File: config.mk
export PLATFORM = sky130hd
export DESIGN_NAME = cmd_blank_panel_flat
export DESIGN_NICKNAME = d
export VERILOG_FILES = /design/src/verilog/panel_pkg.sv /design/src/verilog/fill_bus_if.sv /design/src/verilog/subcmd_fill_area.sv /design/src/verilog/cmd_blank_panel.sv /design/src/flat_wrapper.sv
export SDC_FILE = /design/constraint.sdc
export NUM_CORES = 1
export LEC_CHECK = 0
export ABC_AREA = 1
export BUFFER_PORTS_ARGS = -buffer_cell sky130_fd_sc_hd__buf_4
export CORE_MARGIN = 4
export CORE_UTILIZATION = 40
export CTS_CLUSTER_SIZE = 24
export DETAILED_ROUTE_END_ITERATION = 8
export SLEW_MARGIN = 20
export SYNTH_ARGS = -nofsm -noshare
export SYNTH_HDL_FRONTEND = slang
export SYNTH_SLANG_ARGS = --single-unit
File: constraint.sdc
create_clock -name clk -period 1.8 [get_ports clk]
set_clock_uncertainty 0.15 [all_clocks]
set_input_delay 0.09 -clock clk [delete_from_list [all_inputs] [get_ports clk]]
set_output_delay 0.09 -clock clk [all_outputs]
set_load 0.01 [all_outputs]
File: src/verilog/panel_pkg.sv
//############################################################
// sized for panels up to 64x32, rgb 8 bits per channel
// command word is opcode-led with two field layouts
//############################################################
package panel_pkg;

    localparam int COL_BITS        = 6;
    localparam int ROW_BITS        = 5;
    localparam int BYTES_PER_PIXEL = 3;
    localparam int PIX_BITS        = 2;

    typedef enum logic [3:0] {
        OP_NOP       = 4'h0,
        OP_BLANK     = 4'h1,
        OP_FILL_RECT = 4'h2,
        OP_SET_PIXEL = 4'h3
    } opcode_t;

    typedef struct packed {
        opcode_t             opcode;
        logic [COL_BITS-1:0] x1;
        logic [ROW_BITS-1:0] y1;
        logic [COL_BITS:0]   width;   // one extra bit so a full row fits
        logic [ROW_BITS:0]   height;
        logic [23:0]         colour;
    } rect_view_t;

    typedef struct packed {
        opcode_t             opcode;
        logic [COL_BITS-1:0] x;
        logic [ROW_BITS-1:0] y;
        logic [12:0]         pad;
        logic [23:0]         colour;  // same slot as the rect view
    } pixel_view_t;

    typedef union packed {
        rect_view_t  rect;
        pixel_view_t pixel;
    } cmd_word_t;

    localparam int CMD_BITS = $bits(cmd_word_t);

    typedef struct packed {
        logic [COL_BITS-1:0] x1;
        logic [ROW_BITS-1:0] y1;
        logic [COL_BITS:0]   width;
        logic [ROW_BITS:0]   height;
        logic [23:0]         colour;
    } rect_t;

    // shared by both command FSMs
    typedef enum logic [1:0] {
        ST_START,
        ST_RUNNING,
        ST_PREDONE,
        ST_DONE
    } ctrl_state_t;

endpackage

File: src/verilog/fill_bus_if.sv
//############################################################
// one byte write per cycle, no back-pressure
//############################################################
`timescale 1ns/1ps

interface fill_bus_if import panel_pkg::*; ();

    logic [ROW_BITS-1:0] row;
    logic [COL_BITS-1:0] column;
    logic [PIX_BITS-1:0] pixel;
    logic [7:0]          data;
    logic                write_enable;
    logic                access_start;   // first byte of a pixel

    modport source (
        output row,
        output column,
        output pixel,
        output data,
        output write_enable,
        output access_start
    );

    modport sink (
        input row,
        input column,
        input pixel,
        input data,
        input write_enable,
        input access_start
    );

endinterface

File: src/verilog/subcmd_fill_area.sv
//############################################################
// area must be stable when enable rises; done holds until ack
// rectangles are clipped to the panel, off-panel origin writes none
//############################################################
`timescale 1ns/1ps

module subcmd_fill_area import panel_pkg::*; #(
    parameter int PANEL_WIDTH  = 32,
    parameter int PANEL_HEIGHT = 16
) (
    input  logic         clk,
    input  logic         reset,
    input  logic         enable,
    input  logic         ack,
    input  rect_t        area,
    fill_bus_if.source   bus,
    output logic         done
);

    localparam logic [COL_BITS:0] PANEL_W = (COL_BITS+1)'(PANEL_WIDTH);
    localparam logic [ROW_BITS:0] PANEL_H = (ROW_BITS+1)'(PANEL_HEIGHT);
    localparam logic [PIX_BITS-1:0] LAST_PIX = PIX_BITS'(BYTES_PER_PIXEL - 1);

    typedef enum logic [1:0] {
        FA_IDLE,
        FA_RUN,
        FA_DONE
    } fill_state_t;

    fill_state_t         state;
    logic [COL_BITS:0]   room_w;
    logic [ROW_BITS:0]   room_h;
    logic [COL_BITS:0]   clip_w;
    logic [ROW_BITS:0]   clip_h;
    logic                empty;
    logic                last;
    logic [COL_BITS-1:0] col;
    logic [COL_BITS-1:0] col_first;
    logic [COL_BITS-1:0] col_last;
    logic [ROW_BITS-1:0] row;
    logic [ROW_BITS-1:0] row_last;
    logic [PIX_BITS-1:0] pix;
    logic [23:0]         colour;

    always_comb begin
        room_w = PANEL_W - {1'b0, area.x1};   // wraps when outside, masked by empty
        room_h = PANEL_H - {1'b0, area.y1};
        clip_w = (area.width > room_w) ? room_w : area.width;
        clip_h = (area.height > room_h) ? room_h : area.height;
        empty  = ({1'b0, area.x1} >= PANEL_W) || ({1'b0, area.y1} >= PANEL_H) ||
                 (clip_w == '0) || (clip_h == '0);
    end

    assign last = (pix == LAST_PIX) && (col == col_last) && (row == row_last);

    always_ff @(posedge clk) begin
        if (reset) begin
            state <= FA_IDLE;
        end else begin
            case (state)
                FA_IDLE: begin
                    if (enable) begin
                        state <= empty ? FA_DONE : FA_RUN;
                    end
                end
                FA_RUN: begin
                    if (last) begin
                        state <= FA_DONE;
                    end
                end
                FA_DONE: begin
                    if (ack) begin
                        state <= FA_IDLE;
                    end
                end
                default: state <= FA_IDLE;
            endcase
        end
    end

    // walk rows, then columns, then bytes
    always_ff @(posedge clk) begin
        if (state == FA_IDLE) begin
            col       <= area.x1;
            col_first <= area.x1;
            col_last  <= COL_BITS'({1'b0, area.x1} + clip_w - 1'b1);
            row       <= area.y1;
            row_last  <= ROW_BITS'({1'b0, area.y1} + clip_h - 1'b1);
            pix       <= '0;
            colour    <= area.colour;
        end else if (state == FA_RUN) begin
            if (pix == LAST_PIX) begin
                pix <= '0;
                if (col == col_last) begin
                    col <= col_first;
                    row <= row + 1'b1;
                end else begin
                    col <= col + 1'b1;
                end
            end else begin
                pix <= pix + 1'b1;
            end
        end
    end

    always_comb begin
        case (pix)
            2'd0:    bus.data = colour[23:16];   // red
            2'd1:    bus.data = colour[15:8];    // green
            default: bus.data = colour[7:0];     // blue
        endcase
    end

    assign bus.row          = row;
    assign bus.column       = col;
    assign bus.pixel        = pix;
    assign bus.write_enable = (state == FA_RUN);
    assign bus.access_start = (state == FA_RUN) && (pix == '0);
    assign done             = (state == FA_DONE);

endmodule

File: src/verilog/cmd_blank_panel.sv
//############################################################
// clears the whole panel to zero; enable held until done
//############################################################
`timescale 1ns/1ps

module cmd_blank_panel import panel_pkg::*; #(
    parameter int PANEL_WIDTH  = 32,
    parameter int PANEL_HEIGHT = 16
) (
    input  logic       clk,
    input  logic       reset,
    input  logic       enable,
    fill_bus_if.source bus,
    output logic       done
);

    localparam rect_t FULL_PANEL = '{
        x1:     '0,
        y1:     '0,
        width:  (COL_BITS+1)'(PANEL_WIDTH),
        height: (ROW_BITS+1)'(PANEL_HEIGHT),
        colour: 24'h000000
    };

    ctrl_state_t state;
    logic        subcmd_enable;
    logic        subcmd_done;

    always_ff @(posedge clk) begin
        if (reset) begin
            state         <= ST_START;
            subcmd_enable <= 1'b0;
            done          <= 1'b0;
        end else begin
            case (state)
                ST_START: begin
                    if (enable) begin
                        subcmd_enable <= 1'b1;
                        state         <= ST_RUNNING;
                    end
                end
                ST_RUNNING: begin
                    if (enable && subcmd_done) begin
                        subcmd_enable <= 1'b0;
                        state         <= ST_PREDONE;
                    end
                end
                ST_PREDONE: begin
                    if (enable) begin
                        done  <= 1'b1;   // also acks the engine
                        state <= ST_DONE;
                    end
                end
                ST_DONE: begin
                    done  <= 1'b0;
                    state <= ST_START;
                end
                default: state <= ST_START;
            endcase
        end
    end

    subcmd_fill_area #(
        .PANEL_WIDTH (PANEL_WIDTH),
        .PANEL_HEIGHT(PANEL_HEIGHT)
    ) fill_engine (
        .clk   (clk),
        .reset (reset),
        .enable(subcmd_enable),
        .ack   (done),
        .area  (FULL_PANEL),
        .bus   (bus),
        .done  (subcmd_done)
    );

endmodule

File: src/flat_wrapper.sv
// flat-port wrapper written by rule: the top's interface ports become plain ports
module cmd_blank_panel_flat import panel_pkg::*;
#(
    parameter int PANEL_WIDTH  = 32,
    parameter int PANEL_HEIGHT = 16
)
  (clk, reset, enable, done, bus_row, bus_column, bus_pixel, bus_data, bus_write_enable, bus_access_start);
  fill_bus_if bus_i ();
  input  logic clk;
  input  logic reset;
  input  logic enable;
  output logic done;
  output wire logic [$bits(bus_i.row)-1:0] bus_row;
  output wire logic [$bits(bus_i.column)-1:0] bus_column;
  output wire logic [$bits(bus_i.pixel)-1:0] bus_pixel;
  output wire logic [$bits(bus_i.data)-1:0] bus_data;
  output wire logic [$bits(bus_i.write_enable)-1:0] bus_write_enable;
  output wire logic [$bits(bus_i.access_start)-1:0] bus_access_start;
  assign bus_row = bus_i.row;
  assign bus_column = bus_i.column;
  assign bus_pixel = bus_i.pixel;
  assign bus_data = bus_i.data;
  assign bus_write_enable = bus_i.write_enable;
  assign bus_access_start = bus_i.access_start;
  cmd_blank_panel #(.PANEL_WIDTH(PANEL_WIDTH), .PANEL_HEIGHT(PANEL_HEIGHT)) u_core (.clk(clk), .reset(reset), .enable(enable), .bus(bus_i), .done(done));
endmodule
# --- Word level (Yosys, flattened, before mapping) ---
# Cells that the tools add are included.
op_classes:
  n_addsub: 3
  multipliers: 0
  div_mod_pow: 0
  order_cmp: 0
  n_eq_ne: 14
  shifts: 0
  n_mux: 14
  bitwise_logic: 0
  n_reduce_logical: 15
op_table:
  columns: ["cell", "n"]
  rows:
  - ["$mux 2", 7]
  - ["$reduce_and 3->1", 4]
  - ["$eq 2x2->1 const B", 4]
  - ["$ne 2x1->1 const B", 4]
  - ["$pmux 2 s4", 1]
  - ["$add 6x1->6 const B", 1]
  - ["$eq 6x5->1 const B", 1]
  - ["$logic_not 2->1", 3]
  - ["$mux 6", 1]
  - ["$pmux 2 s3", 1]
  - ["$add 5x1->5 const B", 1]
  - ["$eq 5x4->1 const B", 1]
  - ["$eq 2x1->1 const B", 2]
  - ["$logic_and 1x1->1", 4]
  - ["$ne 2x2->1 const B", 2]
  - ["$pmux 1 s2", 2]
  - ["$reduce_and 2->1", 2]
  - ["$reduce_bool 2->1", 2]
  - ["$add 2x1->2 const B", 1]
  - ["$mux 1", 2]
word_totals:
  regBits: 19
  latchBits: 0
  mem_bits_rw: 0
  romBits: 0
  in_bits: 3
  out_inout_bits: 24
  wordCells: 53
  mem_count: 0

# --- Logic depth before layout (Yosys ltp) ---
depth:
  ltp_word: 5
  ltp_mapped: 8
  ltp_nobuf: 8

# --- Cells and area by module ---
# From an unflattened synthesis, not the netlist that was laid out.
unflattened:
  hier_cells: 441
  area_unflattened_um2: 3922.5
modules_own_cells:
  columns: ["module", "instances", "cells_each", "area_per_inst_um2"]
  rows:
  - ["subcmd_fill_area", 1, 401, 3634.7]
  - ["cmd_blank_panel", 1, 40, 287.8]

# --- Worst setup path after synthesis ---
# OpenSTA, ideal clock, no wires.
synth_timing:
  path_kind: "reg-to-reg"
  start: "register u_core.fill_engine.row[0] (netlist: u_core.fill_engine.bus.row[0])"
  end: "register u_core.fill_engine.state[0]"
  arrival_time_ps: 1157
  required_ps: 1528
  slack_ps: 372
  stages_incl_launch_ff: 8
  n_path_buf: 0
  path_cell_list: "dfxtp_1 ha_1 nand2_1 nor2_1 ha_1 nand2_1 o21ai_0 a21oi_1"
synth_between:
  elab_chain_cells: 4
synth_lines:
  columns: ["item", "line_no", "rtl"]
  rows:
  - ["from (decl)", "subcmd_fill_area.sv:40", "logic [ROW_BITS-1:0] row;"]
  - ["from (signal assigned)", "subcmd_fill_area.sv:87", "row <= area.y1;"]
  - ["from (signal assigned)", "subcmd_fill_area.sv:96", "row <= row + 1'b1;"]
  - ["$eq 5x4->1", "subcmd_fill_area.sv:54", "assign last = (pix == LAST_PIX) && (col == col_last) && (row == row_last);"]
  - ["$logic_and 1x1->1", "subcmd_fill_area.sv:54", null]
  - ["$ne 2x1->1 (no source line)", null, null]
  - ["$reduce_and 3->1 (no source line)", null, null]
  - ["to (signal assigned)", "subcmd_fill_area.sv:63", "state <= empty ? FA_DONE : FA_RUN;"]
  - ["to (decl)", "subcmd_fill_area.sv:30", "fill_state_t state;"]
# No other way between the ends.
# A chain may end at the register's enable or synchronous reset.

# --- Worst setup path in the final report ---
layout_timing:
  start: "register u_core.fill_engine.row[0] (netlist: u_core.fill_engine.bus.row[0])"
  end: "register u_core.fill_engine.state[1]"
# The elaborated chain is that of the path after synthesis.

==> impl_metrics.tcl <==
set metrics [dict create \
    finalSetupTns_ns 0 \
    grt_max_degree 11 \
    rows 18 \
    finalCritPeriodShare_pct 85.0 \
    cts_resized 0 \
    setup_viol 0 \
    critPathKind "register to register" \
    cts_tree "done" \
    die-area_mm2 0.00365 \
    gr-usage-all-layers_pct 13.2 \
    drt_iter0_markers 40 \
    critPathLaunchType "register" \
    drive_gt1_share_pct 25.6 \
    syn-mean-instance-area_um2 7.62 \
    cts_buffers 3 \
    ir_drop_mv 0.574 \
    yosys.area.top_type_share_pct 34.7 \
    hold_violations 0 \
    place_hpwl_um 1660 \
    io_buffer_count 18 \
    htree_levels 1 \
    post-route-drc-count 0 \
    ys_types 27 \
    die_x_um 60.4 \
    wire_per_inst_um 10.4 \
    ys_seq_elements 19 \
    post_cts_buffers 0 \
    gp_congestion 0.746 \
    wirelength_um 2060 \
    p_leak_nw 0.585 \
    ys_top_cells_by_area "dfxtp_1, nand2_1, ha_1" \
    cap_violations 0 \
    grt.overflow.total 0 \
    io_pins 27 \
    cts-hold-fix-buffers 2 \
    antenna_found_initial 0 \
    path_delay_family "simple AND/OR/NAND/NOR gates" \
    initial_utilization_pct 43.1 \
    rsz0062_at_grt "false" \
    fin_crit_ns 1.53 \
    vias 915 \
    grt_first_pass_wirelength_um 3640 \
    nNetsFinal 179 \
    slowest_delay_ns 0.41 \
    viasPerCell 4.62 \
    syn_inst 144 \
    timing.fmax_ghz 0.654 \
    status "finished clean" \
    clk_latency_ns 0.30 \
    diodes 0 \
    yosysSeqAreaShare_pct 34.7 \
    clockBufferDepth 2 \
    first_global_vias 870 \
    hold_slack_ns 0.323 \
    path_clk_slew_ns 0.10 \
    die_y_um 60.4 \
    crit_path_top_delay_cell "dfxtp_1" \
    yosys_warnings 0 \
    core_region_area_mm2 0.00254 \
    final_cell_mix "nand2_1, buf_4, dfxtp_1, nor2_1, a21oi_1" \
    root_buffer "clkbuf_4" \
    cp-end-kind "register" \
    synth_top_area_cell "dfxtp_1" \
    required_ns 1.89 \
    netlist_area_mm2 0.00110 \
    cp.arrival_ns 1.62 \
    ant_nets 0 \
    powerDensity_mw_per_mm2 864 \
    min_path_type "register to register" \
    path_cells "ha_1 -> nand2_1 -> nor2_1 -> ha_1 -> nand2_1 -> nor2_1 -> nand3_1 -> a21oi_1" \
    syn_to_final_growth_pct 17.6 \
    cts.sink_count 19 \
    drv_slew 0 \
    path_max_fanout 5 \
    firstDrtPassIters 4 \
    crit_buf_inv 0 \
    layout_commonest_cell "nand2_1" \
]
final cells by class:
class	instances	area, um^2
multi-input cells	108	623
inverters	16	60.1
flip-flops and latches	19	380
well taps	30	37.5
repair buffers	21	163
fillers	261	1250
clock buffers	4	26.3
per-layer routing:
layer | vias up | global-route usage [%] | share of wire [%]
met1 | 395 | 15.4 | 45
met4 | 0 | 5.70 | 1.8
li1 | 497 | - | -
met2 | 18 | 23.5 | 48
met5 | - | 0 | 0
met3 | 5 | 2.55 | 5.3
flip-flops by register name, indices dropped and copies added, names as in the netlist:
signal / cells
u_core.subcmd_enable: 1
u_core.done: 1
u_core.fill_engine.state: 2
u_core.fill_engine.bus.column: 6
u_core.fill_engine.bus.row: 5
u_core.state: 2
u_core.fill_engine.bus.pixel: 2
tightest hold or removal path, cell delays in order (launching register included):
cell and delay (ns):
dfxtp_1 0.33, nand2_1 0.06, a21oi_1 0.05
power breakdown:
group          internal, mW  switching [mW]  leakage (nW)  total [mW]
logic                 0.164           0.219         0.416       0.384
registers             0.468          0.0474         0.154       0.516
clock network        0.0864           0.129        0.0150       0.215
total                 0.719           0.396         0.585        1.11
stage by stage:
step	setup slack (ns)	std cells	area, um^2	total power [mW]	utilization, %
floorplan	0.372	151	1120	0.811	-
global placement	0.258	192	1240	0.903	48.9
detailed placement	0.267	192	1240	0.913	48.9
CTS	0.239	198	1290	1.13	50.7
global route	0.125	198	1290	1.21	50.7
finish	0.270	198	1290	1.11	50.7
cell usage after synthesis, drive strengths merged:
library cell and count:
xor2 2, a211oi 1, o21ai 6, nand4 2, nor3 4, a21o 1
nand2 31, nand3 9, or2 2, buf 8, ha 7, dfxtp 19
nor2 20, conb 1, a21oi 13, o21bai 1, nand3b 1, inv 16
final timing paths:
check                                 from                          end  slack, ns  cells after the start
max          u_core.fill_engine.bus.row[0]  u_core.fill_engine.state[1]       0.27                      8
min                   u_core.subcmd_enable  u_core.fill_engine.state[0]       0.32                      2
max reg2reg  u_core.fill_engine.bus.row[0]  u_core.fill_engine.state[1]       0.27                      8
min reg2reg           u_core.subcmd_enable  u_core.fill_engine.state[0]       0.32                      2
cells by family (layout without fill, tap and decap cells):
family,count (synthesis),count (layout),synth area share [%]
flops,19,19,34.7
compound gates,22,22,10.7
fa+ha+maj,7,7,7.98
simple gates,69,69,33.8
buf+inv,24,41,10.9
xor+xnor,2,2,1.60
other cells,1,8,0.342
(Power assumes the default switching activity.)
