[src/verilog/panel_pkg.sv]
//############################################################
// sized for panels up to 64x32, rgb 8 bits per channel
// command word is opcode-led with two field layouts
//############################################################
package panel_pkg;

    localparam int COL_BITS        = 6;
    localparam int ROW_BITS        = 5;
    localparam int BYTES_PER_PIXEL = 3;
    localparam int PIX_BITS        = 2;

    typedef enum logic [3:0] {
        OP_NOP       = 4'h0,
        OP_BLANK     = 4'h1,
        OP_FILL_RECT = 4'h2,
        OP_SET_PIXEL = 4'h3
    } opcode_t;

    typedef struct packed {
        opcode_t             opcode;
        logic [COL_BITS-1:0] x1;
        logic [ROW_BITS-1:0] y1;
        logic [COL_BITS:0]   width;   // one extra bit so a full row fits
        logic [ROW_BITS:0]   height;
        logic [23:0]         colour;
    } rect_view_t;

    typedef struct packed {
        opcode_t             opcode;
        logic [COL_BITS-1:0] x;
        logic [ROW_BITS-1:0] y;
        logic [12:0]         pad;
        logic [23:0]         colour;  // same slot as the rect view
    } pixel_view_t;

    typedef union packed {
        rect_view_t  rect;
        pixel_view_t pixel;
    } cmd_word_t;

    localparam int CMD_BITS = $bits(cmd_word_t);

    typedef struct packed {
        logic [COL_BITS-1:0] x1;
        logic [ROW_BITS-1:0] y1;
        logic [COL_BITS:0]   width;
        logic [ROW_BITS:0]   height;
        logic [23:0]         colour;
    } rect_t;

    // shared by both command FSMs
    typedef enum logic [1:0] {
        ST_START,
        ST_RUNNING,
        ST_PREDONE,
        ST_DONE
    } ctrl_state_t;

endpackage

[src/verilog/fill_bus_if.sv]
//############################################################
// one byte write per cycle, no back-pressure
//############################################################
`timescale 1ns/1ps

interface fill_bus_if import panel_pkg::*; ();

    logic [ROW_BITS-1:0] row;
    logic [COL_BITS-1:0] column;
    logic [PIX_BITS-1:0] pixel;
    logic [7:0]          data;
    logic                write_enable;
    logic                access_start;   // first byte of a pixel

    modport source (
        output row,
        output column,
        output pixel,
        output data,
        output write_enable,
        output access_start
    );

    modport sink (
        input row,
        input column,
        input pixel,
        input data,
        input write_enable,
        input access_start
    );

endinterface

[src/verilog/command_dispatch.sv]
//############################################################
// cmd_valid ignored while a command runs; busy drops with done
//############################################################
`timescale 1ns/1ps

module command_dispatch import panel_pkg::*; (
    input  logic       clk,
    input  logic       reset,
    input  logic       cmd_valid,
    input  cmd_word_t  cmd,
    input  logic       blank_done,
    input  logic       rect_done,
    fill_bus_if.sink   blank_bus,
    fill_bus_if.sink   rect_bus,
    fill_bus_if.source ram_bus,
    output logic       blank_enable,
    output logic       rect_enable,
    output logic       busy,
    output logic       done
);

    opcode_t op;
    logic    active;
    logic    nop_done;

    assign op     = cmd.rect.opcode;
    assign active = blank_enable || rect_enable;

    always_ff @(posedge clk) begin
        if (reset) begin
            blank_enable <= 1'b0;
            rect_enable  <= 1'b0;
            nop_done     <= 1'b0;
        end else begin
            nop_done <= 1'b0;
            if (cmd_valid && !active) begin
                case (op)
                    OP_BLANK:                  blank_enable <= 1'b1;
                    OP_FILL_RECT, OP_SET_PIXEL: rect_enable <= 1'b1;
                    default:                   nop_done     <= 1'b1;   // nop and unknown
                endcase
            end
            if (blank_done) begin
                blank_enable <= 1'b0;
            end
            if (rect_done) begin
                rect_enable <= 1'b0;
            end
        end
    end

    assign done = nop_done || (blank_enable && blank_done) || (rect_enable && rect_done);
    assign busy = (blank_enable && !blank_done) || (rect_enable && !rect_done);

    always_comb begin
        if (blank_enable) begin
            ram_bus.row    = blank_bus.row;
            ram_bus.column = blank_bus.column;
            ram_bus.pixel  = blank_bus.pixel;
            ram_bus.data   = blank_bus.data;
        end else begin
            ram_bus.row    = rect_bus.row;
            ram_bus.column = rect_bus.column;
            ram_bus.pixel  = rect_bus.pixel;
            ram_bus.data   = rect_bus.data;
        end
        ram_bus.write_enable = (blank_enable && blank_bus.write_enable) ||
                               (rect_enable && rect_bus.write_enable);
        ram_bus.access_start = (blank_enable && blank_bus.access_start) ||
                               (rect_enable && rect_bus.access_start);
    end

endmodule

[src/flat_wrapper.sv]
// flat-port wrapper written by rule: the top's interface ports become plain ports
module command_dispatch_flat import panel_pkg::*;
  (clk, reset, cmd_valid, cmd, blank_done, rect_done, blank_enable, rect_enable, busy, done, blank_bus_row, blank_bus_column, blank_bus_pixel, blank_bus_data, blank_bus_write_enable, blank_bus_access_start, rect_bus_row, rect_bus_column, rect_bus_pixel, rect_bus_data, rect_bus_write_enable, rect_bus_access_start, ram_bus_row, ram_bus_column, ram_bus_pixel, ram_bus_data, ram_bus_write_enable, ram_bus_access_start);
  fill_bus_if blank_bus_i ();
  fill_bus_if rect_bus_i ();
  fill_bus_if ram_bus_i ();
  input  logic clk;
  input  logic reset;
  input  logic cmd_valid;
  input  cmd_word_t cmd;
  input  logic blank_done;
  input  logic rect_done;
  output logic blank_enable;
  output logic rect_enable;
  output logic busy;
  output logic done;
  input wire logic [$bits(blank_bus_i.row)-1:0] blank_bus_row;
  input wire logic [$bits(blank_bus_i.column)-1:0] blank_bus_column;
  input wire logic [$bits(blank_bus_i.pixel)-1:0] blank_bus_pixel;
  input wire logic [$bits(blank_bus_i.data)-1:0] blank_bus_data;
  input wire logic [$bits(blank_bus_i.write_enable)-1:0] blank_bus_write_enable;
  input wire logic [$bits(blank_bus_i.access_start)-1:0] blank_bus_access_start;
  input wire logic [$bits(rect_bus_i.row)-1:0] rect_bus_row;
  input wire logic [$bits(rect_bus_i.column)-1:0] rect_bus_column;
  input wire logic [$bits(rect_bus_i.pixel)-1:0] rect_bus_pixel;
  input wire logic [$bits(rect_bus_i.data)-1:0] rect_bus_data;
  input wire logic [$bits(rect_bus_i.write_enable)-1:0] rect_bus_write_enable;
  input wire logic [$bits(rect_bus_i.access_start)-1:0] rect_bus_access_start;
  output wire logic [$bits(ram_bus_i.row)-1:0] ram_bus_row;
  output wire logic [$bits(ram_bus_i.column)-1:0] ram_bus_column;
  output wire logic [$bits(ram_bus_i.pixel)-1:0] ram_bus_pixel;
  output wire logic [$bits(ram_bus_i.data)-1:0] ram_bus_data;
  output wire logic [$bits(ram_bus_i.write_enable)-1:0] ram_bus_write_enable;
  output wire logic [$bits(ram_bus_i.access_start)-1:0] ram_bus_access_start;
  assign blank_bus_i.row = blank_bus_row;
  assign blank_bus_i.column = blank_bus_column;
  assign blank_bus_i.pixel = blank_bus_pixel;
  assign blank_bus_i.data = blank_bus_data;
  assign blank_bus_i.write_enable = blank_bus_write_enable;
  assign blank_bus_i.access_start = blank_bus_access_start;
  assign rect_bus_i.row = rect_bus_row;
  assign rect_bus_i.column = rect_bus_column;
  assign rect_bus_i.pixel = rect_bus_pixel;
  assign rect_bus_i.data = rect_bus_data;
  assign rect_bus_i.write_enable = rect_bus_write_enable;
  assign rect_bus_i.access_start = rect_bus_access_start;
  assign ram_bus_row = ram_bus_i.row;
  assign ram_bus_column = ram_bus_i.column;
  assign ram_bus_pixel = ram_bus_i.pixel;
  assign ram_bus_data = ram_bus_i.data;
  assign ram_bus_write_enable = ram_bus_i.write_enable;
  assign ram_bus_access_start = ram_bus_i.access_start;
  command_dispatch u_core (.clk(clk), .reset(reset), .cmd_valid(cmd_valid), .cmd(cmd), .blank_done(blank_done), .rect_done(rect_done), .blank_bus(blank_bus_i), .rect_bus(rect_bus_i), .ram_bus(ram_bus_i), .blank_enable(blank_enable), .rect_enable(rect_enable), .busy(busy), .done(done));
endmodule
[config.mk]
export PLATFORM = sky130hd
export DESIGN_NAME = command_dispatch_flat
export DESIGN_NICKNAME = d
export VERILOG_FILES = /design/src/verilog/panel_pkg.sv /design/src/verilog/fill_bus_if.sv /design/src/verilog/command_dispatch.sv /design/src/flat_wrapper.sv
export SDC_FILE = /design/constraint.sdc
export NUM_CORES = 1
export LEC_CHECK = 0
export BUFFER_PORTS_ARGS = -buffer_cell sky130_fd_sc_hd__buf_4
export CAP_MARGIN = 20
export CORE_MARGIN = 4
export CORE_UTILIZATION = 21
export CTS_BUF_LIST = sky130_fd_sc_hd__clkbuf_4 sky130_fd_sc_hd__clkbuf_8
export DETAILED_ROUTE_END_ITERATION = 10
export HOLD_SLACK_MARGIN = 0.15
export PLACE_DENSITY = 0.88
export SYNTH_ARGS = -nofsm -noshare
export SYNTH_HDL_FRONTEND = slang
export SYNTH_SLANG_ARGS = --single-unit
export TNS_END_PERCENT = 5
[constraint.sdc]
create_clock -name clk -period 1.93 [get_ports clk]
set_input_delay 0.386 -clock clk [delete_from_list [all_inputs] [get_ports clk]]
set_output_delay 0.386 -clock clk [all_outputs]
set_load 0.01 [all_outputs]
# == Yosys cells after proc, flatten, opt, wreduce, memory -nomap -nowiden ==
# Cells that the tools add are included.
# word_totals
ff_bits,3
latchBits,0
ramBits,0
mem_bits_ro,0
wordCells,37
n_memories,0
# classes
n_addsub,0
n_mul,0
div_mod_pow,0
magnitude_cmp,0
n_eq_ne,3
shifts,0
muxes,5
bitwise_logic,1
reduce_logical,25
# ops
cell,count
$logic_and 1x1->1,9
$eq 4x2->1 const B,2
$mux 8,1
$reduce_or 2->1,4
$logic_or 1x1->1,6
$mux 6,1
$mux 5,1
$eq 4x1->1 const B,1
$reduce_and 2->1,2
$logic_not 1->1,3
$reduce_or 3->1,1
$mux 2,1
$mux 1,1
$not 1->1,1

# == Logic depth before layout (Yosys ltp) ==
# logic_depth
ltp_word,5
ltp_mapped,4
depth_no_buf,2

# == Least setup slack after synthesis ==
# OpenSTA, ideal clock, no wires.
# synth_path
path_type,register to output
startpoint,register u_core.blank_enable
endpoint,output ram_bus_column[1]
t_arrival_ns,1.098
path_slack_ns,0.446
path_stages_with_launch,4
path_buffers,2
cell_sequence,dfxtp_1 -> buf_6 -> buf_2 -> mux2_2
# synth_via
elab_chain_cells,1
# synth_lines
item,line_no,source
"start, declared",command_dispatch.sv:16,"output logic blank_enable,"
"start signal, assigned",command_dispatch.sv:31,blank_enable <= 1'b0;
"start signal, assigned",command_dispatch.sv:38,OP_BLANK: blank_enable <= 1'b1;
"start signal, assigned",command_dispatch.sv:44,blank_enable <= 1'b0;
$mux 6,command_dispatch.sv:56,if (blank_enable) begin
"end, declared",flat_wrapper.sv:30,output wire logic [$bits(ram_bus_i.column)-1:0] ram_bus_column;
# Every way passes these cells.

# == Worst setup path in the final report ==
# layout_path
startpoint,register u_core.blank_enable
endpoint,output ram_bus_data[1]
# layout_via
elab_chain_cells,1
# layout_lines
item,line_no,source
$mux 8,command_dispatch.sv:56,
"end, declared",flat_wrapper.sv:32,output wire logic [$bits(ram_bus_i.data)-1:0] ram_bus_data;
# Every way passes these cells.

==> impl_metrics.xml <==
<?xml version="1.0" encoding="UTF-8"?>
<metrics>
  <group name="timing">
    <metric name="period_share" unit="%">86.7</metric>
    <metric name="peak_clock_frequency_supported_by_timing" unit="MHz">597</metric>
    <metric name="final_period_minus_worst_setup_slack" unit="ns">1.67</metric>
    <metric name="totalNegativeSetupSlack" unit="ns">0</metric>
    <metric name="rsz0062_at_grt" unit="">false</metric>
    <metric name="finClkSkew" unit="ns">0.00186</metric>
    <metric name="setup-violations-final" unit="">0</metric>
    <metric name="worst_hold_slack" unit="ns">0.354</metric>
    <metric name="hold_viol" unit="">0</metric>
    <metric name="worstMarginPinSlew" unit="ns">0.453</metric>
    <metric name="worst_slew_margin_rel" unit="%">69.4</metric>
    <metric name="finalMaxSlewViolations" unit="">0</metric>
  </group>
  <group name="global_routing">
    <metric name="grt_first_pass_wirelength" unit="um">3340</metric>
    <metric name="antenna_violations_before_repair" unit="">0</metric>
    <metric name="maximum_number_of_pins_on_one_net_before_global_route_repair" unit="">18</metric>
    <metric name="grt-ovfl-total" unit="">0</metric>
    <metric name="grt_pass1_vias" unit="">724</metric>
    <metric name="gr-usage-all-layers" unit="%">16.3</metric>
  </group>
  <group name="clock_tree">
    <metric name="cts_hold_buffers" unit="">0</metric>
    <metric name="clock_sinks" unit="">3</metric>
    <metric name="cts.path.max_buffers" unit="">2</metric>
    <metric name="clk_transition_reported_paths" unit="ns">0.04</metric>
    <metric name="cts_tree" unit="">built</metric>
    <metric name="clk_lat_worst_skew" unit="ns">0.23</metric>
    <metric name="post_cts_buffers" unit="">0</metric>
    <metric name="cts-buffers-inserted" unit="">3</metric>
    <metric name="htreeDepth" unit="">1</metric>
    <metric name="count_of_cells_resized_by_post_cts_repair" unit="">0</metric>
    <metric name="root_buffer" unit="">sky130_fd_sc_hd__clkbuf_4</metric>
  </group>
  <group name="synthesis">
    <metric name="yosys_warnings" unit="">0</metric>
    <metric name="cell_accounting_for_the_most_synthesized_area" unit="">sky130_fd_sc_hd__mux2_2</metric>
    <metric name="synth_top_area_share" unit="%">54.6</metric>
    <metric name="netlist_area" unit="um2">433</metric>
    <metric name="synth.distinct_cells" unit="">13</metric>
    <metric name="postSynthNetCount" unit="">146</metric>
    <metric name="seq_area_frac_synth" unit="%">13.9</metric>
    <metric name="synth_cells" unit="">43</metric>
    <metric name="yosys_register_bits" unit="">3</metric>
    <metric name="post_synth_main_area_contributors" unit="">sky130_fd_sc_hd__mux2_2 (55%), sky130_fd_sc_hd__dfxtp_1 (14%), sky130_fd_sc_hd__a22o_1 (6.1%)</metric>
    <metric name="syn-mean-instance-area" unit="um2">10.1</metric>
  </group>
  <group name="floorplanning">
    <metric name="core_area" unit="mm2">0.00196</metric>
    <metric name="dieWidth" unit="um">53.4</metric>
    <metric name="design.die.area" unit="mm2">0.00285</metric>
    <metric name="placement_rows" unit="">16</metric>
    <metric name="initial_utilization" unit="%">22.1</metric>
    <metric name="io_pins" unit="">130</metric>
    <metric name="chipHeight" unit="um">53.4</metric>
  </group>
  <group name="final_layout">
    <metric name="nets" unit="">231</metric>
    <metric name="area.sequential" unit="um2">60.1</metric>
    <metric name="post-route-cell-area" unit="mm2">0.00110</metric>
    <metric name="layout-drive-gt1-share" unit="%">85.0</metric>
    <metric name="flow.area_growth_from_synthesis" unit="%">154</metric>
    <metric name="antenna-diode-count" unit="">0</metric>
    <metric name="nFillCells" unit="">180</metric>
    <metric name="postLayoutCoreUtil" unit="%">56.0</metric>
    <metric name="area_of_combinational_cells_with_multiple_inputs" unit="um2">344</metric>
  </group>
  <group name="place">
    <metric name="routability_congestion_estimate_from_global_placement" unit="">0.632</metric>
    <metric name="placedInstanceArea" unit="mm2">0.00107</metric>
    <metric name="dpl.hpwl" unit="um">2250</metric>
    <metric name="io_buf_count" unit="">81</metric>
  </group>
  <group name="setup_path">
    <metric name="crit_required" unit="ns">1.54</metric>
    <metric name="timing.critical_path.cells" unit="">buf_4, mux2_2, buf_4</metric>
    <metric name="timing.critical_path.slowest_cell_delay" unit="ns">0.36</metric>
    <metric name="crit_path_dat" unit="ns">1.29</metric>
    <metric name="critPathCaptureType" unit="">output pin</metric>
    <metric name="start_kind" unit="">flop</metric>
    <metric name="critPathKind" unit="">flop to output pin</metric>
    <metric name="crit_path_frequent_cell" unit="">sky130_fd_sc_hd__buf_4</metric>
    <metric name="timing.critical_path.slowest_stage_cell" unit="">sky130_fd_sc_hd__mux2_2</metric>
    <metric name="timing.critical_path.fanout_max" unit="">17</metric>
  </group>
  <group name="worst_hold_path">
    <metric name="timing.hold.worst.class" unit="">input pin to flop</metric>
  </group>
  <group name="drt">
    <metric name="detailedRoute.firstIterationViolations" unit="">7</metric>
    <metric name="route.detailed.vias_per_inst" unit="">4.61</metric>
    <metric name="route.met2.wl" unit="um">1240</metric>
    <metric name="firstDrtPassIters" unit="">4</metric>
    <metric name="drcViolationCount" unit="">0</metric>
    <metric name="m1WireLength" unit="um">905</metric>
    <metric name="drtAntennaViolNets" unit="">0</metric>
    <metric name="top_signal_layer_used" unit="">met3</metric>
    <metric name="met3RoutedLength" unit="um">397</metric>
    <metric name="detailroute.via_count" unit="">710</metric>
    <metric name="totalWireLength" unit="um">2540</metric>
    <metric name="post_drt_wl_per_cell" unit="um">16.5</metric>
  </group>
  <group name="pwr">
    <metric name="total_power" unit="W">0.000376</metric>
    <metric name="power-per-cell-area" unit="mW/mm2">342</metric>
    <metric name="power_leakage" unit="nW">0.552</metric>
    <metric name="maximum_resistive_drop_on_vdd" unit="uV">281</metric>
  </group>
  <group name="run_status">
    <metric name="run_status" unit="">finished clean</metric>
  </group>
  <group name="run">
    <metric name="number_of_maximum_capacitance_violations" unit="">0</metric>
  </group>
</metrics>
[stage by stage]
| step | instances | setup WS [ns] |
|---|---|---|
| floorplan | 43 | 0.446 |
| global placement | 150 | 0.515 |
| detailed placement | 150 | 0.497 |
| CTS | 154 | 0.241 |
| global route | 154 | 0.197 |
| finish | 154 | 0.256 |
[cells in the mapped netlist]
master / count
sky130_fd_sc_hd__a211oi_1: 1
sky130_fd_sc_hd__a221o_1: 1
sky130_fd_sc_hd__a22o_1: 3
sky130_fd_sc_hd__a32o_1: 1
sky130_fd_sc_hd__buf_2: 2
sky130_fd_sc_hd__buf_6: 1
sky130_fd_sc_hd__dfxtp_1: 3
sky130_fd_sc_hd__inv_1: 2
sky130_fd_sc_hd__mux2_2: 21
sky130_fd_sc_hd__nor2_1: 3
sky130_fd_sc_hd__nor4b_1: 3
sky130_fd_sc_hd__o22ai_1: 1
sky130_fd_sc_hd__or4b_1: 1
[path summary, 6_finish.rpt]
path | cells after the start | from | slack (ns) | endpoint
setup / recovery | 3 | u_core.blank_enable | 0.26 | ram_bus_data[1]
hold / removal | 2 | cmd[49] | 0.35 | u_core.nop_done
setup reg to reg | 3 | u_core.blank_enable | 0.65 | u_core.nop_done
hold reg to reg | 1 | u_core.rect_enable | 0.67 | u_core.rect_enable
[cell type report]
| class | count | area share, % |
|---|---|---|
| Clock buffer | 4 | 2.73 |
| Inverter | 2 | 0.683 |
| Multi-Input combinational cell | 35 | 31.3 |
| Sequential cell | 3 | 5.47 |
| Tap cell | 27 | 3.08 |
| Timing Repair Buffer | 83 | 56.7 |
[power by group]
group	leakage (nW)	total (W)	switching [W]	internal, W
logic	0.509	0.000184	0.0000594	0.000125
registers	0.0244	0.0000651	0.00000105	0.0000641
clock network	0.0184	0.000126	0.0000347	0.0000916
total	0.552	0.000376	0.0000951	0.000281
[cells by family after synthesis]
logic type,Yosys count,synth area share (%)
mux,21,54.6
compound gates,7,13.9
simple gates,7,11.0
buf+inv,5,6.65
flops,3,13.9
[sequential cells by signal, indices dropped and copies added, names as in the netlist]
name and cells:
u_core.rect_enable 1, u_core.blank_enable 1, u_core.nop_done 1
[placed cells by master (no fill, tap or decap)]
master,n
sky130_fd_sc_hd__buf_4,83
sky130_fd_sc_hd__a32o_1,1
sky130_fd_sc_hd__o22ai_1,1
sky130_fd_sc_hd__inv_1,2
sky130_fd_sc_hd__a211oi_1,1
sky130_fd_sc_hd__a221o_1,1
sky130_fd_sc_hd__nor4b_1,3
sky130_fd_sc_hd__mux2_2,21
sky130_fd_sc_hd__a22o_1,3
sky130_fd_sc_hd__clkbuf_4,4
sky130_fd_sc_hd__or4b_1,1
sky130_fd_sc_hd__nor2_1,3
sky130_fd_sc_hd__dfxtp_1,3
[worst max-delay path: cells and delay by family, from the launching register on]
family / cells / cell delay, ns
flip-flops: 1 / 0.32
multiplexers: 1 / 0.36
buffers and inverters: 2 / 0.37
[routing by layer]
metal / vias to the layer above / GRT usage, %
met4: 0 / 2.55
met5: - / 0
li1: 338 / -
met2: 55 / 29.0
met1: 317 / 17.6
met3: 0 / 7.89
Note: power is estimated with default switching activity, not from simulation.
