--- config.mk ---
export PLATFORM = sky130hd
export DESIGN_NAME = cmd_fill_rect_flat
export DESIGN_NICKNAME = d
export VERILOG_FILES = /design/src/verilog/panel_pkg.sv /design/src/verilog/fill_bus_if.sv /design/src/verilog/subcmd_fill_area.sv /design/src/verilog/cmd_fill_rect.sv /design/src/flat_wrapper.sv
export SDC_FILE = /design/constraint.sdc
export NUM_CORES = 1
export LEC_CHECK = 0
export BUFFER_PORTS_ARGS = -buffer_cell sky130_fd_sc_hd__buf_4
export CORE_MARGIN = 10
export CORE_UTILIZATION = 50
export DETAILED_ROUTE_END_ITERATION = 8
export GPL_TIMING_DRIVEN = 0
export PLACE_DENSITY = 0.74
export SYNTH_ARGS = -nofsm -noshare
export SYNTH_HDL_FRONTEND = slang
export SYNTH_SLANG_ARGS = --single-unit
--- constraint.sdc ---
create_clock -name clk -period 3.8 [get_ports clk]
set_input_delay 0.19 -clock clk [delete_from_list [all_inputs] [get_ports clk]]
set_output_delay 0.19 -clock clk [all_outputs]
set_load 0.01 [all_outputs]
--- src/verilog/panel_pkg.sv ---
//############################################################
// sized for panels up to 64x32, rgb 8 bits per channel
// command word is opcode-led with two field layouts
//############################################################
package panel_pkg;

    localparam int COL_BITS        = 6;
    localparam int ROW_BITS        = 5;
    localparam int BYTES_PER_PIXEL = 3;
    localparam int PIX_BITS        = 2;

    typedef enum logic [3:0] {
        OP_NOP       = 4'h0,
        OP_BLANK     = 4'h1,
        OP_FILL_RECT = 4'h2,
        OP_SET_PIXEL = 4'h3
    } opcode_t;

    typedef struct packed {
        opcode_t             opcode;
        logic [COL_BITS-1:0] x1;
        logic [ROW_BITS-1:0] y1;
        logic [COL_BITS:0]   width;   // one extra bit so a full row fits
        logic [ROW_BITS:0]   height;
        logic [23:0]         colour;
    } rect_view_t;

    typedef struct packed {
        opcode_t             opcode;
        logic [COL_BITS-1:0] x;
        logic [ROW_BITS-1:0] y;
        logic [12:0]         pad;
        logic [23:0]         colour;  // same slot as the rect view
    } pixel_view_t;

    typedef union packed {
        rect_view_t  rect;
        pixel_view_t pixel;
    } cmd_word_t;

    localparam int CMD_BITS = $bits(cmd_word_t);

    typedef struct packed {
        logic [COL_BITS-1:0] x1;
        logic [ROW_BITS-1:0] y1;
        logic [COL_BITS:0]   width;
        logic [ROW_BITS:0]   height;
        logic [23:0]         colour;
    } rect_t;

    // shared by both command FSMs
    typedef enum logic [1:0] {
        ST_START,
        ST_RUNNING,
        ST_PREDONE,
        ST_DONE
    } ctrl_state_t;

endpackage

--- src/verilog/fill_bus_if.sv ---
//############################################################
// one byte write per cycle, no back-pressure
//############################################################
`timescale 1ns/1ps

interface fill_bus_if import panel_pkg::*; ();

    logic [ROW_BITS-1:0] row;
    logic [COL_BITS-1:0] column;
    logic [PIX_BITS-1:0] pixel;
    logic [7:0]          data;
    logic                write_enable;
    logic                access_start;   // first byte of a pixel

    modport source (
        output row,
        output column,
        output pixel,
        output data,
        output write_enable,
        output access_start
    );

    modport sink (
        input row,
        input column,
        input pixel,
        input data,
        input write_enable,
        input access_start
    );

endinterface

--- src/verilog/subcmd_fill_area.sv ---
//############################################################
// area must be stable when enable rises; done holds until ack
// rectangles are clipped to the panel, off-panel origin writes none
//############################################################
`timescale 1ns/1ps

module subcmd_fill_area import panel_pkg::*; #(
    parameter int PANEL_WIDTH  = 32,
    parameter int PANEL_HEIGHT = 16
) (
    input  logic         clk,
    input  logic         reset,
    input  logic         enable,
    input  logic         ack,
    input  rect_t        area,
    fill_bus_if.source   bus,
    output logic         done
);

    localparam logic [COL_BITS:0] PANEL_W = (COL_BITS+1)'(PANEL_WIDTH);
    localparam logic [ROW_BITS:0] PANEL_H = (ROW_BITS+1)'(PANEL_HEIGHT);
    localparam logic [PIX_BITS-1:0] LAST_PIX = PIX_BITS'(BYTES_PER_PIXEL - 1);

    typedef enum logic [1:0] {
        FA_IDLE,
        FA_RUN,
        FA_DONE
    } fill_state_t;

    fill_state_t         state;
    logic [COL_BITS:0]   room_w;
    logic [ROW_BITS:0]   room_h;
    logic [COL_BITS:0]   clip_w;
    logic [ROW_BITS:0]   clip_h;
    logic                empty;
    logic                last;
    logic [COL_BITS-1:0] col;
    logic [COL_BITS-1:0] col_first;
    logic [COL_BITS-1:0] col_last;
    logic [ROW_BITS-1:0] row;
    logic [ROW_BITS-1:0] row_last;
    logic [PIX_BITS-1:0] pix;
    logic [23:0]         colour;

    always_comb begin
        room_w = PANEL_W - {1'b0, area.x1};   // wraps when outside, masked by empty
        room_h = PANEL_H - {1'b0, area.y1};
        clip_w = (area.width > room_w) ? room_w : area.width;
        clip_h = (area.height > room_h) ? room_h : area.height;
        empty  = ({1'b0, area.x1} >= PANEL_W) || ({1'b0, area.y1} >= PANEL_H) ||
                 (clip_w == '0) || (clip_h == '0);
    end

    assign last = (pix == LAST_PIX) && (col == col_last) && (row == row_last);

    always_ff @(posedge clk) begin
        if (reset) begin
            state <= FA_IDLE;
        end else begin
            case (state)
                FA_IDLE: begin
                    if (enable) begin
                        state <= empty ? FA_DONE : FA_RUN;
                    end
                end
                FA_RUN: begin
                    if (last) begin
                        state <= FA_DONE;
                    end
                end
                FA_DONE: begin
                    if (ack) begin
                        state <= FA_IDLE;
                    end
                end
                default: state <= FA_IDLE;
            endcase
        end
    end

    // walk rows, then columns, then bytes
    always_ff @(posedge clk) begin
        if (state == FA_IDLE) begin
            col       <= area.x1;
            col_first <= area.x1;
            col_last  <= COL_BITS'({1'b0, area.x1} + clip_w - 1'b1);
            row       <= area.y1;
            row_last  <= ROW_BITS'({1'b0, area.y1} + clip_h - 1'b1);
            pix       <= '0;
            colour    <= area.colour;
        end else if (state == FA_RUN) begin
            if (pix == LAST_PIX) begin
                pix <= '0;
                if (col == col_last) begin
                    col <= col_first;
                    row <= row + 1'b1;
                end else begin
                    col <= col + 1'b1;
                end
            end else begin
                pix <= pix + 1'b1;
            end
        end
    end

    always_comb begin
        case (pix)
            2'd0:    bus.data = colour[23:16];   // red
            2'd1:    bus.data = colour[15:8];    // green
            default: bus.data = colour[7:0];     // blue
        endcase
    end

    assign bus.row          = row;
    assign bus.column       = col;
    assign bus.pixel        = pix;
    assign bus.write_enable = (state == FA_RUN);
    assign bus.access_start = (state == FA_RUN) && (pix == '0);
    assign done             = (state == FA_DONE);

endmodule

--- src/verilog/cmd_fill_rect.sv ---
//############################################################
// fill_rect and set_pixel; word taken from the cmd_valid cycle
//############################################################
`timescale 1ns/1ps

module cmd_fill_rect import panel_pkg::*; #(
    parameter int PANEL_WIDTH  = 32,
    parameter int PANEL_HEIGHT = 16
) (
    input  logic       clk,
    input  logic       reset,
    input  logic       enable,
    input  cmd_word_t  cmd,
    fill_bus_if.source bus,
    output logic       done
);

    ctrl_state_t state;
    cmd_word_t   cmd_q;
    rect_t       area;
    logic        subcmd_enable;
    logic        subcmd_done;

    // tracks cmd while idle, frozen once enable is seen
    always_ff @(posedge clk) begin
        if (state == ST_START && !enable) begin
            cmd_q <= cmd;
        end
    end

    always_comb begin
        if (cmd_q.pixel.opcode == OP_SET_PIXEL) begin
            area.x1     = cmd_q.pixel.x;
            area.y1     = cmd_q.pixel.y;
            area.width  = (COL_BITS+1)'(1);   // single pixel
            area.height = (ROW_BITS+1)'(1);
            area.colour = cmd_q.pixel.colour;
        end else begin
            area.x1     = cmd_q.rect.x1;
            area.y1     = cmd_q.rect.y1;
            area.width  = cmd_q.rect.width;
            area.height = cmd_q.rect.height;
            area.colour = cmd_q.rect.colour;
        end
    end

    always_ff @(posedge clk) begin
        if (reset) begin
            state         <= ST_START;
            subcmd_enable <= 1'b0;
            done          <= 1'b0;
        end else begin
            case (state)
                ST_START: begin
                    if (enable) begin
                        subcmd_enable <= 1'b1;
                        state         <= ST_RUNNING;
                    end
                end
                ST_RUNNING: begin
                    if (enable && subcmd_done) begin
                        subcmd_enable <= 1'b0;
                        state         <= ST_PREDONE;
                    end
                end
                ST_PREDONE: begin
                    if (enable) begin
                        done  <= 1'b1;
                        state <= ST_DONE;
                    end
                end
                ST_DONE: begin
                    done  <= 1'b0;
                    state <= ST_START;
                end
                default: state <= ST_START;
            endcase
        end
    end

    subcmd_fill_area #(
        .PANEL_WIDTH (PANEL_WIDTH),
        .PANEL_HEIGHT(PANEL_HEIGHT)
    ) fill_engine (
        .clk   (clk),
        .reset (reset),
        .enable(subcmd_enable),
        .ack   (done),
        .area  (area),
        .bus   (bus),
        .done  (subcmd_done)
    );

endmodule

--- src/flat_wrapper.sv ---
// flat-port wrapper written by rule: the top's interface ports become plain ports
module cmd_fill_rect_flat import panel_pkg::*;
#(
    parameter int PANEL_WIDTH  = 32,
    parameter int PANEL_HEIGHT = 16
)
  (clk, reset, enable, cmd, done, bus_row, bus_column, bus_pixel, bus_data, bus_write_enable, bus_access_start);
  fill_bus_if bus_i ();
  input  logic clk;
  input  logic reset;
  input  logic enable;
  input  cmd_word_t cmd;
  output logic done;
  output wire logic [$bits(bus_i.row)-1:0] bus_row;
  output wire logic [$bits(bus_i.column)-1:0] bus_column;
  output wire logic [$bits(bus_i.pixel)-1:0] bus_pixel;
  output wire logic [$bits(bus_i.data)-1:0] bus_data;
  output wire logic [$bits(bus_i.write_enable)-1:0] bus_write_enable;
  output wire logic [$bits(bus_i.access_start)-1:0] bus_access_start;
  assign bus_row = bus_i.row;
  assign bus_column = bus_i.column;
  assign bus_pixel = bus_i.pixel;
  assign bus_data = bus_i.data;
  assign bus_write_enable = bus_i.write_enable;
  assign bus_access_start = bus_i.access_start;
  cmd_fill_rect #(.PANEL_WIDTH(PANEL_WIDTH), .PANEL_HEIGHT(PANEL_HEIGHT)) u_core (.clk(clk), .reset(reset), .enable(enable), .cmd(cmd), .bus(bus_i), .done(done));
endmodule
* Word-level counts from Yosys, hierarchy flattened
Index checks and enable logic that the tools add are counted.
Storage, ports and cells: register bits after elaboration 112, bits in latches 0, bits in writable memories 0, ROM bits 0, input bits 55, output and inout bits 24, logic and storage cells 92, memories 0
Operators by class: add/subtract/negate cells 9, multiply operators 0, divide/modulo/power cells 0, $lt $le $gt $ge 4, equal/unequal tests 16, shift operators 0, multiplexer cells 26, bitwise logic cells 0, reductions and logical operators 25
Operators with widths (number):
- $mux W37 | 1
- $mux W6 | 5
- $mux W5 | 4
- $mux W2 | 8
- $pmux W8 S2 | 1
- $reduce_and A3 Y1 | 4
- $reduce_bool A2 Y1 | 5
- $eq A2 B2 Y1 const B | 4
- $ne A2 B1 Y1 const B | 4
- $pmux W2 S4 | 1
- $gt A7 B7 Y1 | 1
- $logic_not A7 Y1 | 1
- $mux W7 | 1
- $sub A6 B6 Y7 const A | 1
- $add A6 B1 Y6 const B | 1
- $add A6 B6 Y6 | 1
- $eq A2 B1 Y1 const B | 3
- $eq A6 B6 Y1 | 1
- $ge A6 B6 Y1 const B | 1
- $gt A6 B6 Y1 | 1
- $logic_not A2 Y1 | 3
- $logic_not A6 Y1 | 1
- $pmux W2 S3 | 1
- $sub A5 B5 Y6 const A | 1
- other kinds (15) | 25

* Logic depth before layout (Yosys ltp)
Gate-level depths: netlist of the first run.
depth after elaboration 10, mapped depth 20, mapped depth without buffers 19

* Modules after synthesis
From an unflattened synthesis of the first run, not the netlist that was laid out.
Unflattened totals: cell total of the unflattened synthesis 435, area total of the unflattened synthesis 5467.7 µm²
Modules (own cells, without submodules):
- subcmd_fill_area | instances 1, cells each 338, area an instance 3542.1 µm², seq. area each 1641.6 µm²
- cmd_fill_rect | instances 1, cells each 97, area an instance 1925.6 µm², seq. area each 1641.6 µm²

* Least setup slack after synthesis of the first run
OpenSTA, ideal clock, no wires.
kind flip-flop to flip-flop, start point reg u_core.cmd_q[42] (netlist name), end point reg u_core.fill_engine.col_last[5], data pin, library setup time 260 ps, arrival time 3846 ps, data required time 3540 ps, path slack -305 ps, cell stages (with the launch flop) 20, buffers on the path 1, cell sequence edfxtp_1 > inv_1 > ha_1 > nor3b_1 > xnor2_1 > inv_1 > ha_1 > a21oi_1 > o21ai_1 > o22ai_2 > clkbuf_1 > a21oi_1 > ha_1 > inv_1 > ha_1 > fa_1 > a21o_1 > a21oi_1 > xor2_1 > xnor2_1
On the way: longest elaborated chain between the ends 5
RTL lines:
- from (decl) | RTL line cmd_fill_rect.sv:19 | cmd_word_t cmd_q;
- from (signal assigned) | RTL line cmd_fill_rect.sv:27 | cmd_q <= cmd;
- $sub A6 B6 Y7 | RTL line subcmd_fill_area.sv:46 | room_w = PANEL_W - {1'b0, area.x1};
- $gt A7 B7 Y1 | RTL line subcmd_fill_area.sv:48 | clip_w = (area.width > room_w) ? room_w : area.width;
- $mux W7 | RTL line subcmd_fill_area.sv:48
- $add A6 B6 Y6 (*) | RTL line subcmd_fill_area.sv:86 | col_last <= COL_BITS'({1'b0, area.x1} + clip_w - 1'b1);
- $sub A6 B1 Y6 (*) | RTL line subcmd_fill_area.sv:86
- to (signal assigned) | RTL line subcmd_fill_area.sv:86
- to (decl) | RTL line subcmd_fill_area.sv:39 | logic [COL_BITS-1:0] col_last;
Mark *: on every way between the ends. The rest lies on a longest branch, timed or not. A chain may end at the register's enable or synchronous reset.

* Worst setup path in the final report of the first run
start point reg u_core.cmd_q[44] (netlist name), end point reg u_core.fill_engine.col_last[5], data pin
The elaborated chain is that of the path after synthesis.

==> results.json, run 1 <==
{
  "status": "finished with violations",
  "violations": "setup timing",
  "yosysWarnings": 0,
  "p_per_area_nw_per_um2": 716,
  "leakagePower_nw": 3.07,
  "die_h_um": 124,
  "ant_nets": 0,
  "dp_slack_ns": -0.538,
  "worstRegToRegCells": 18,
  "finalHoldViolCount": 0,
  "grt_pass1_wl_um": 19600,
  "drc": 0,
  "cts-root-buf": "clkbuf_8",
  "final_core_util_pct": 71.0,
  "fin_hold_ws_ns": 0.123,
  "initial_core_util_pct": 50.6,
  "avgSynthCellArea_sq_um": 12.8,
  "die_w_um": 124,
  "min_from": "enable",
  "yosysMostFrequentCell": "edfxtp_1",
  "first_iter_violations": 177,
  "portBuffers": 78,
  "yosys.area.top_type": "edfxtp_1",
  "wl_per_cell_um": 16.6,
  "r2r-end": "u_core.fill_engine.col_last[5]",
  "place_hpwl_um": 7710,
  "wl_um": 12400,
  "max_freq_mhz": 250,
  "via_per_inst": 5.08,
  "synth_top_area_share_pct": 57.4,
  "htree_num_levels": 3,
  "clock_path_buffers": 2,
  "max_slew.worst_pin.slew_ns": 0.713,
  "antenna_found_initial": 0,
  "gp_congestion": 0.818,
  "dp.cells": 644,
  "slew_viol_final": 0,
  "crit_fanout": 6,
  "synth_cells": 424,
  "crit_arrival_ns": 4.14,
  "synth_common_cells": "edfxtp_1 (104), inv_1 (39), ha_1 (37), nand2_1 (34), a21oi_1 (22)",
  "maxSlewHeadroom_pct": 52.5,
  "cts_tree": "done",
  "regToRegSetupSlack_ns": -0.20,
  "vdd_drop_max_mv": 0.363,
  "criticalPathCategory": "reg -> reg",
  "syn-cell-area_sq_um": 5440,
  "timing.rr.start": "u_core.cmd_q[44]",
  "setup_violations": 1,
  "place_area_sq_um": 6280,
  "required_ns": 3.94,
  "cp-start-kind": "register",
  "hold_path_depth": 3,
  "diodes": 0,
  "rows": 38,
  "final.setup_skew_ns": 0.0115,
  "clkLatencyLatePin_ns": 0.38,
  "core_area_sq_um": 10700,
  "grt_remaining_overflow": 0,
  "setup_ws_ns": -0.203,
  "clkTransAtPathRegs_ns": 0.11,
  "grt_pass1_vias": 3978,
  "grtUsageTotal_pct": 15.6,
  "synth_fp_nets": 518,
  "rsz0062_at_grt": "yes",
  "num_vias": 3818,
  "final.period_utilization_pct": 105,
  "ys_ff_latch": 112,
  "hp-class": "in -> reg",
  "synthArstFlopShare_pct": 0,
  "drt_pass1_iterations": 4,
  "fin_crit_ns": 4.00,
  "synth_cell_type_count": 56,
  "io_pins": 79,
  "design_area_sq_um": 7630,
  "fillers": 705,
  "crit_path_end_kind": "register",
  "grt_max_degree": 37,
  "synth-seq-area-share_pct": 60.3,
  "maxCapViolCount": 0,
  "numCtsBuffers": 9,
  "synth_enable_flop_cells": 104,
  "synth_ff_type": "edfxtp_1",
  "cts.sinks": 112,
  "synth.area.top_cells": "edfxtp_1 (57%), ha_1 (8.5%), dfxtp_1 (2.9%)",
  "hold_end": "u_core.done",
  "die_area_sq_um": 15500,
  "layout.nets": 700,
  "syn2layout_area_growth_pct": 40.2,
  "fin_cells": 751,
  "layout-drive-gt1-share_pct": 34.9
}
==> registers in the layout (all words and copies together) (netlist names) <==
| signal | cells |
|---|---|
| u_core.done | 1 |
| u_core.fill_engine.col_last | 6 |
| u_core.fill_engine.bus.column | 6 |
| u_core.cmd_q | 52 |
| u_core.fill_engine.colour | 24 |
| u_core.fill_engine.bus.row | 5 |
| u_core.state | 2 |
| u_core.fill_engine.state | 2 |
| u_core.fill_engine.col_first | 6 |
| u_core.fill_engine.bus.pixel | 2 |
| u_core.subcmd_enable | 1 |
| u_core.fill_engine.row_last | 5 |
==> kinds of logic (layout without fill, tap and decap cells) <==
group           Yosys count  after routing  synth area share (%)
xor+xnor                 33             33                  5.31
buf+inv                  51            238                  3.73
compound gates           72             72                  8.67
fa+ha+maj                39             39                  9.25
flops                   112            112                  60.3
mux                      18             18                  3.40
simple gates             99             99                  9.29
==> worst max-delay path by stage <==
stage,to,depth (start not counted),start,slack (ns)
2_1_floorplan,u_core.fill_engine.col_last[5],19,u_core.cmd_q[42],0.004
3_3_place_gp,u_core.fill_engine.col_last[5],19,u_core.cmd_q[42],-0.49
3_5_place_dp,u_core.fill_engine.col_last[5],19,u_core.cmd_q[42],-0.54
4_1_cts,u_core.fill_engine.col_last[5],18,u_core.cmd_q[44],-0.09
5_1_grt,u_core.fill_engine.col_last[5],19,u_core.cmd_q[42],-0.34
6_report,u_core.fill_engine.col_last[5],18,u_core.cmd_q[44],-0.20
==> stage by stage <==
stage / total power, mW / setup TNS, ns
after floorplan: 3.61 / 0
after global placement: 4.16 / -19.38
after detailed placement: 4.28 / -1.18
after CTS: 5.17 / -0.0930
after global routing: 5.87 / -0.479
final: 5.46 / -0.203
==> cell type report <==
class,instances,area (sq um),share of cell area [%]
flip-flops and latches,112,3280,43.1
clock inverters,7,62.6,0.820
clock buffers,9,124,1.62
well taps,140,175,2.30
plain buffers,9,53.8,0.705
repair buffers,173,1480,19.5
multi-input cells,261,2290,30.1
inverters,40,150,1.97
==> per-layer routing <==
layer  part of all wire [%]  up-vias  wire length, um  global-route usage [%]
met1                     39     1808             4790                    16.9
met2                     53      105             6590                    27.5
met5                      0        -                0                       0
met4                    1.3        0              156                    6.03
met3                    7.2       16              900                    5.06
li1                       -     1889                -                       -
==> where the power goes <==
part | switching, mW | total, mW | internal, mW
sequential | 0.222 | 2.17 | 1.95
clock | 0.425 | 0.679 | 0.254
combinational | 1.35 | 2.61 | 1.26
total | 2.00 | 5.46 | 3.46
==> timing repair <==
action	4_1_cts	5_1_grt
setup endpoints to repair	7	5
resized for setup	29	49
pin swaps	17	37
setup buffers	22	18
endpoints found under the hold margin	52	1
hold buffers	52	1
==> critical path, stage by stage, from the launching register on <==
cell and delay (ns):
edfxtp_1 0.50, buf_6 0.17, nor3_4 0.22, xnor2_2 0.17
inv_2 0.08, ha_1 0.32, nand4_1 0.16, buf_4 0.18
o22ai_4 0.25, nand2_1 0.13, o21ai_2 0.09, ha_2 0.20
inv_2 0.04, ha_4 0.16, fa_2 0.39, a21o_1 0.20
a21oi_2 0.18, xor2_2 0.21, xnor2_1 0.10
==> cells in the final DEF, fill, tap and decap left out, types with 9 or more instances in the layout <==
cell type      netlist  layout
nor2_1              18      13
edfxtp_1           104     104
xnor2_1             17      15
inv_1               39      28
o21ai_0             15      14
a21oi_1             22      12
a21oi_2              1       9
dlygate4sd3_1        0      53
ha_1                37      25
buf_4                0     113
nand2_1             34      32
inv_2                1      12
clkbuf_8             1      10
xor2_1              16      13
mux2i_1             14      13
o21ai_1             10       9
Power figures use the tool's default switching activity.
==> run 2: changes to the inputs <==
--- a/config.mk
+++ b/config.mk
@@ -11,6 +11,8 @@
 export DETAILED_ROUTE_END_ITERATION = 8
 export GPL_TIMING_DRIVEN = 0
 export PLACE_DENSITY = 0.74
+export RECOVER_POWER = 100
 export SYNTH_ARGS = -nofsm -noshare
 export SYNTH_HDL_FRONTEND = slang
 export SYNTH_SLANG_ARGS = --single-unit
+export TNS_END_PERCENT = 10
==> run 2 against run 1 <==
Wire length fell by 2.7%. Setup slack improved by 0.022 ns. Clock skew grew 0.00096 ns. The flow still finishes with violations (setup timing).
==> results.json, run 2 (synthesized netlist as in run 1, its figures left out) <==
{
  "gp_congestion": 0.818,
  "setup_ws_ns": -0.181,
  "numCtsBuffers": 9,
  "layout-drive-gt1-share_pct": 30.6,
  "status": "finished with violations",
  "largest_reg_flops": 52,
  "diodes": 0,
  "clock_path_buffers": 2,
  "maxCapViolCount": 0,
  "htree_num_levels": 3,
  "violations": "setup timing",
  "power_switching_mw": 1.94,
  "ant_nets": 0,
  "cp-start-kind": "register",
  "layout_commonest_cell": "edfxtp_1",
  "die_h_um": 124,
  "wl_per_cell_um": 16.3,
  "final_cell_mix": "edfxtp_1 (104), buf_4 (55), dlygate4sd3_1 (53), clkbuf_4 (52), nand2_1 (33)",
  "die_w_um": 124,
  "hp-class": "in -> reg",
  "top_register": "u_core.cmd_q",
  "clkTransAtPathRegs_ns": 0.11,
  "final.setup_skew_ns": 0.0124,
  "setup_violations": 2,
  "swShare_pct": 36.6,
  "cts.sinks": 112,
  "p_per_area_nw_per_um2": 714,
  "crit_arrival_ns": 4.12,
  "antenna_found_initial": 0,
  "wl_um": 12100,
  "cts_tree": "done",
  "grtUsageTotal_pct": 15.5,
  "grt_pass1_vias": 3975,
  "syn2layout_area_growth_pct": 36.8,
  "leakagePower_nw": 3.00,
  "comb_power_share_pct": 46.5,
  "initial_core_util_pct": 50.6,
  "via_per_inst": 5.11,
  "vdd_drop_max_mv": 0.363,
  "dp.cells": 644,
  "internal_power_mw": 3.37,
  "max_freq_mhz": 251,
  "finalHoldViolCount": 0,
  "slew_viol_final": 0,
  "die_area_sq_um": 15500,
  "fin_hold_ws_ns": 0.123,
  "rsz0062_at_grt": "yes",
  "drt_pass1_iterations": 4,
  "final.period_utilization_pct": 105,
  "num_vias": 3792,
  "crit_path_end_kind": "register",
  "maxSlewHeadroom_pct": 52.2,
  "criticalPathCategory": "reg -> reg",
  "max_slew.worst_pin.slew_ns": 0.717,
  "fin_setup_tns_ns": -0.277,
  "rows": 38,
  "place_hpwl_um": 7710,
  "grt_remaining_overflow": 0,
  "portBuffers": 78,
  "drc": 0,
  "reg.largest.list": "u_core.cmd_q x52, u_core.fill_engine.colour x24",
  "design_area_sq_um": 7440,
  "crit_fanout": 6,
  "fin_crit_ns": 3.98,
  "core_area_sq_um": 10700,
  "io_pins": 79,
  "layout.nets": 691,
  "fin_cells": 742,
  "place_area_sq_um": 6280,
  "first_iter_violations": 196,
  "grt_pass1_wl_um": 19500,
  "pwr-share-clk_pct": 12.7,
  "grt_max_degree": 37,
  "power_frac_seq_pct": 40.8,
  "cts-root-buf": "clkbuf_8",
  "clkLatencyLatePin_ns": 0.38,
  "required_ns": 3.94
}
-- run 2: cell count changes in the layout (fill, tap and decap cells not counted), moves of 3 or more --
| cell | before | now |
|---|---|---|
| inv_2 | 12 | 9 |
| ha_1 | 25 | 29 |
| clkbuf_4 | 0 | 52 |
| nand3_2 | 3 | 0 |
| nand3_1 | 8 | 11 |
| buf_4 | 113 | 55 |
| inv_1 | 28 | 31 |
-- run 2: worst max-delay path: stages, from the launching register on --
cell	delay, ns
edfxtp_1	0.50
buf_6	0.17
nor3_4	0.22
xnor2_2	0.17
inv_2	0.08
ha_1	0.32
nand4_1	0.16
buf_4	0.18
o22ai_4	0.25
nand2_1	0.12
o21ai_2	0.09
ha_2	0.20
inv_2	0.04
ha_4	0.16
fa_2	0.39
a21o_1	0.20
a21oi_2	0.18
xor2_2	0.21
xnor2_1	0.10
-- run 2: power groups by stage --
| stage | logic [mW] | clock network (mW) | registers (mW) |
|---|---|---|---|
| final | 2.47 | 0.676 | 2.17 |
| after global routing | 2.76 | 0.747 | 2.21 |
| after CTS | 2.32 | 0.681 | 2.16 |
| after detailed placement | 2.07 | 0 | 2.21 |
| after global placement | 1.94 | 0 | 2.22 |
| after floorplan | 1.41 | 0 | 2.20 |
-- run 2: path summary, 6_finish.rpt --
kind,startpoint,end,slack [ns],cells after the start
setup / recovery,u_core.cmd_q[44],u_core.fill_engine.col_last[5],-0.18,18
hold / removal,enable,u_core.done,0.12,3
setup reg to reg,u_core.cmd_q[44],u_core.fill_engine.col_last[5],-0.18,18
hold reg to reg,u_core.cmd_q[14],u_core.fill_engine.colour[14],0.43,0
-- run 2: routing by layer --
| layer | global-route usage, % | up-vias | part of all wire, % |
|---|---|---|---|
| li1 | - | 1871 | - |
| met1 | 16.7 | 1782 | 38 |
| met2 | 27.4 | 118 | 53 |
| met3 | 5.36 | 21 | 7.9 |
| met4 | 5.89 | 0 | 1.7 |
| met5 | 0 | - | 0 |
-- run 2: final cells by class --
| class | instances | area [sq um] |
|---|---|---|
| inverter | 40 | 150 |
| tap | 140 | 175 |
| timing repair buffer | 164 | 1400 |
| buffer | 9 | 50.0 |
| fill | 730 | 3300 |
| clock buffer | 9 | 124 |
| multi-input combinational | 261 | 2200 |
| sequential | 112 | 3280 |
| clock inverter | 7 | 62.6 |
-- run 2: metrics by stage --
stage | utilization (%) | power [mW] | setup slack, ns
after floorplan | - | 3.61 | 0.00407
after global placement | 58.0 | 4.16 | -0.487
after detailed placement | 58.5 | 4.28 | -0.538
after CTS | 67.5 | 5.16 | -0.0930
final | 69.3 | 5.31 | -0.181
after global routing | 69.3 | 5.72 | -0.338
-- run 2: repair_timing --
action / 4_1_cts / 5_1_grt
hold buffers: 52 / 1
setup endpoints to repair: 7 / 6
setup buffers: 21 / 10
gates resized for setup: 26 / 27
endpoints found under the hold margin: 52 / 1
pin swaps: 15 / 20
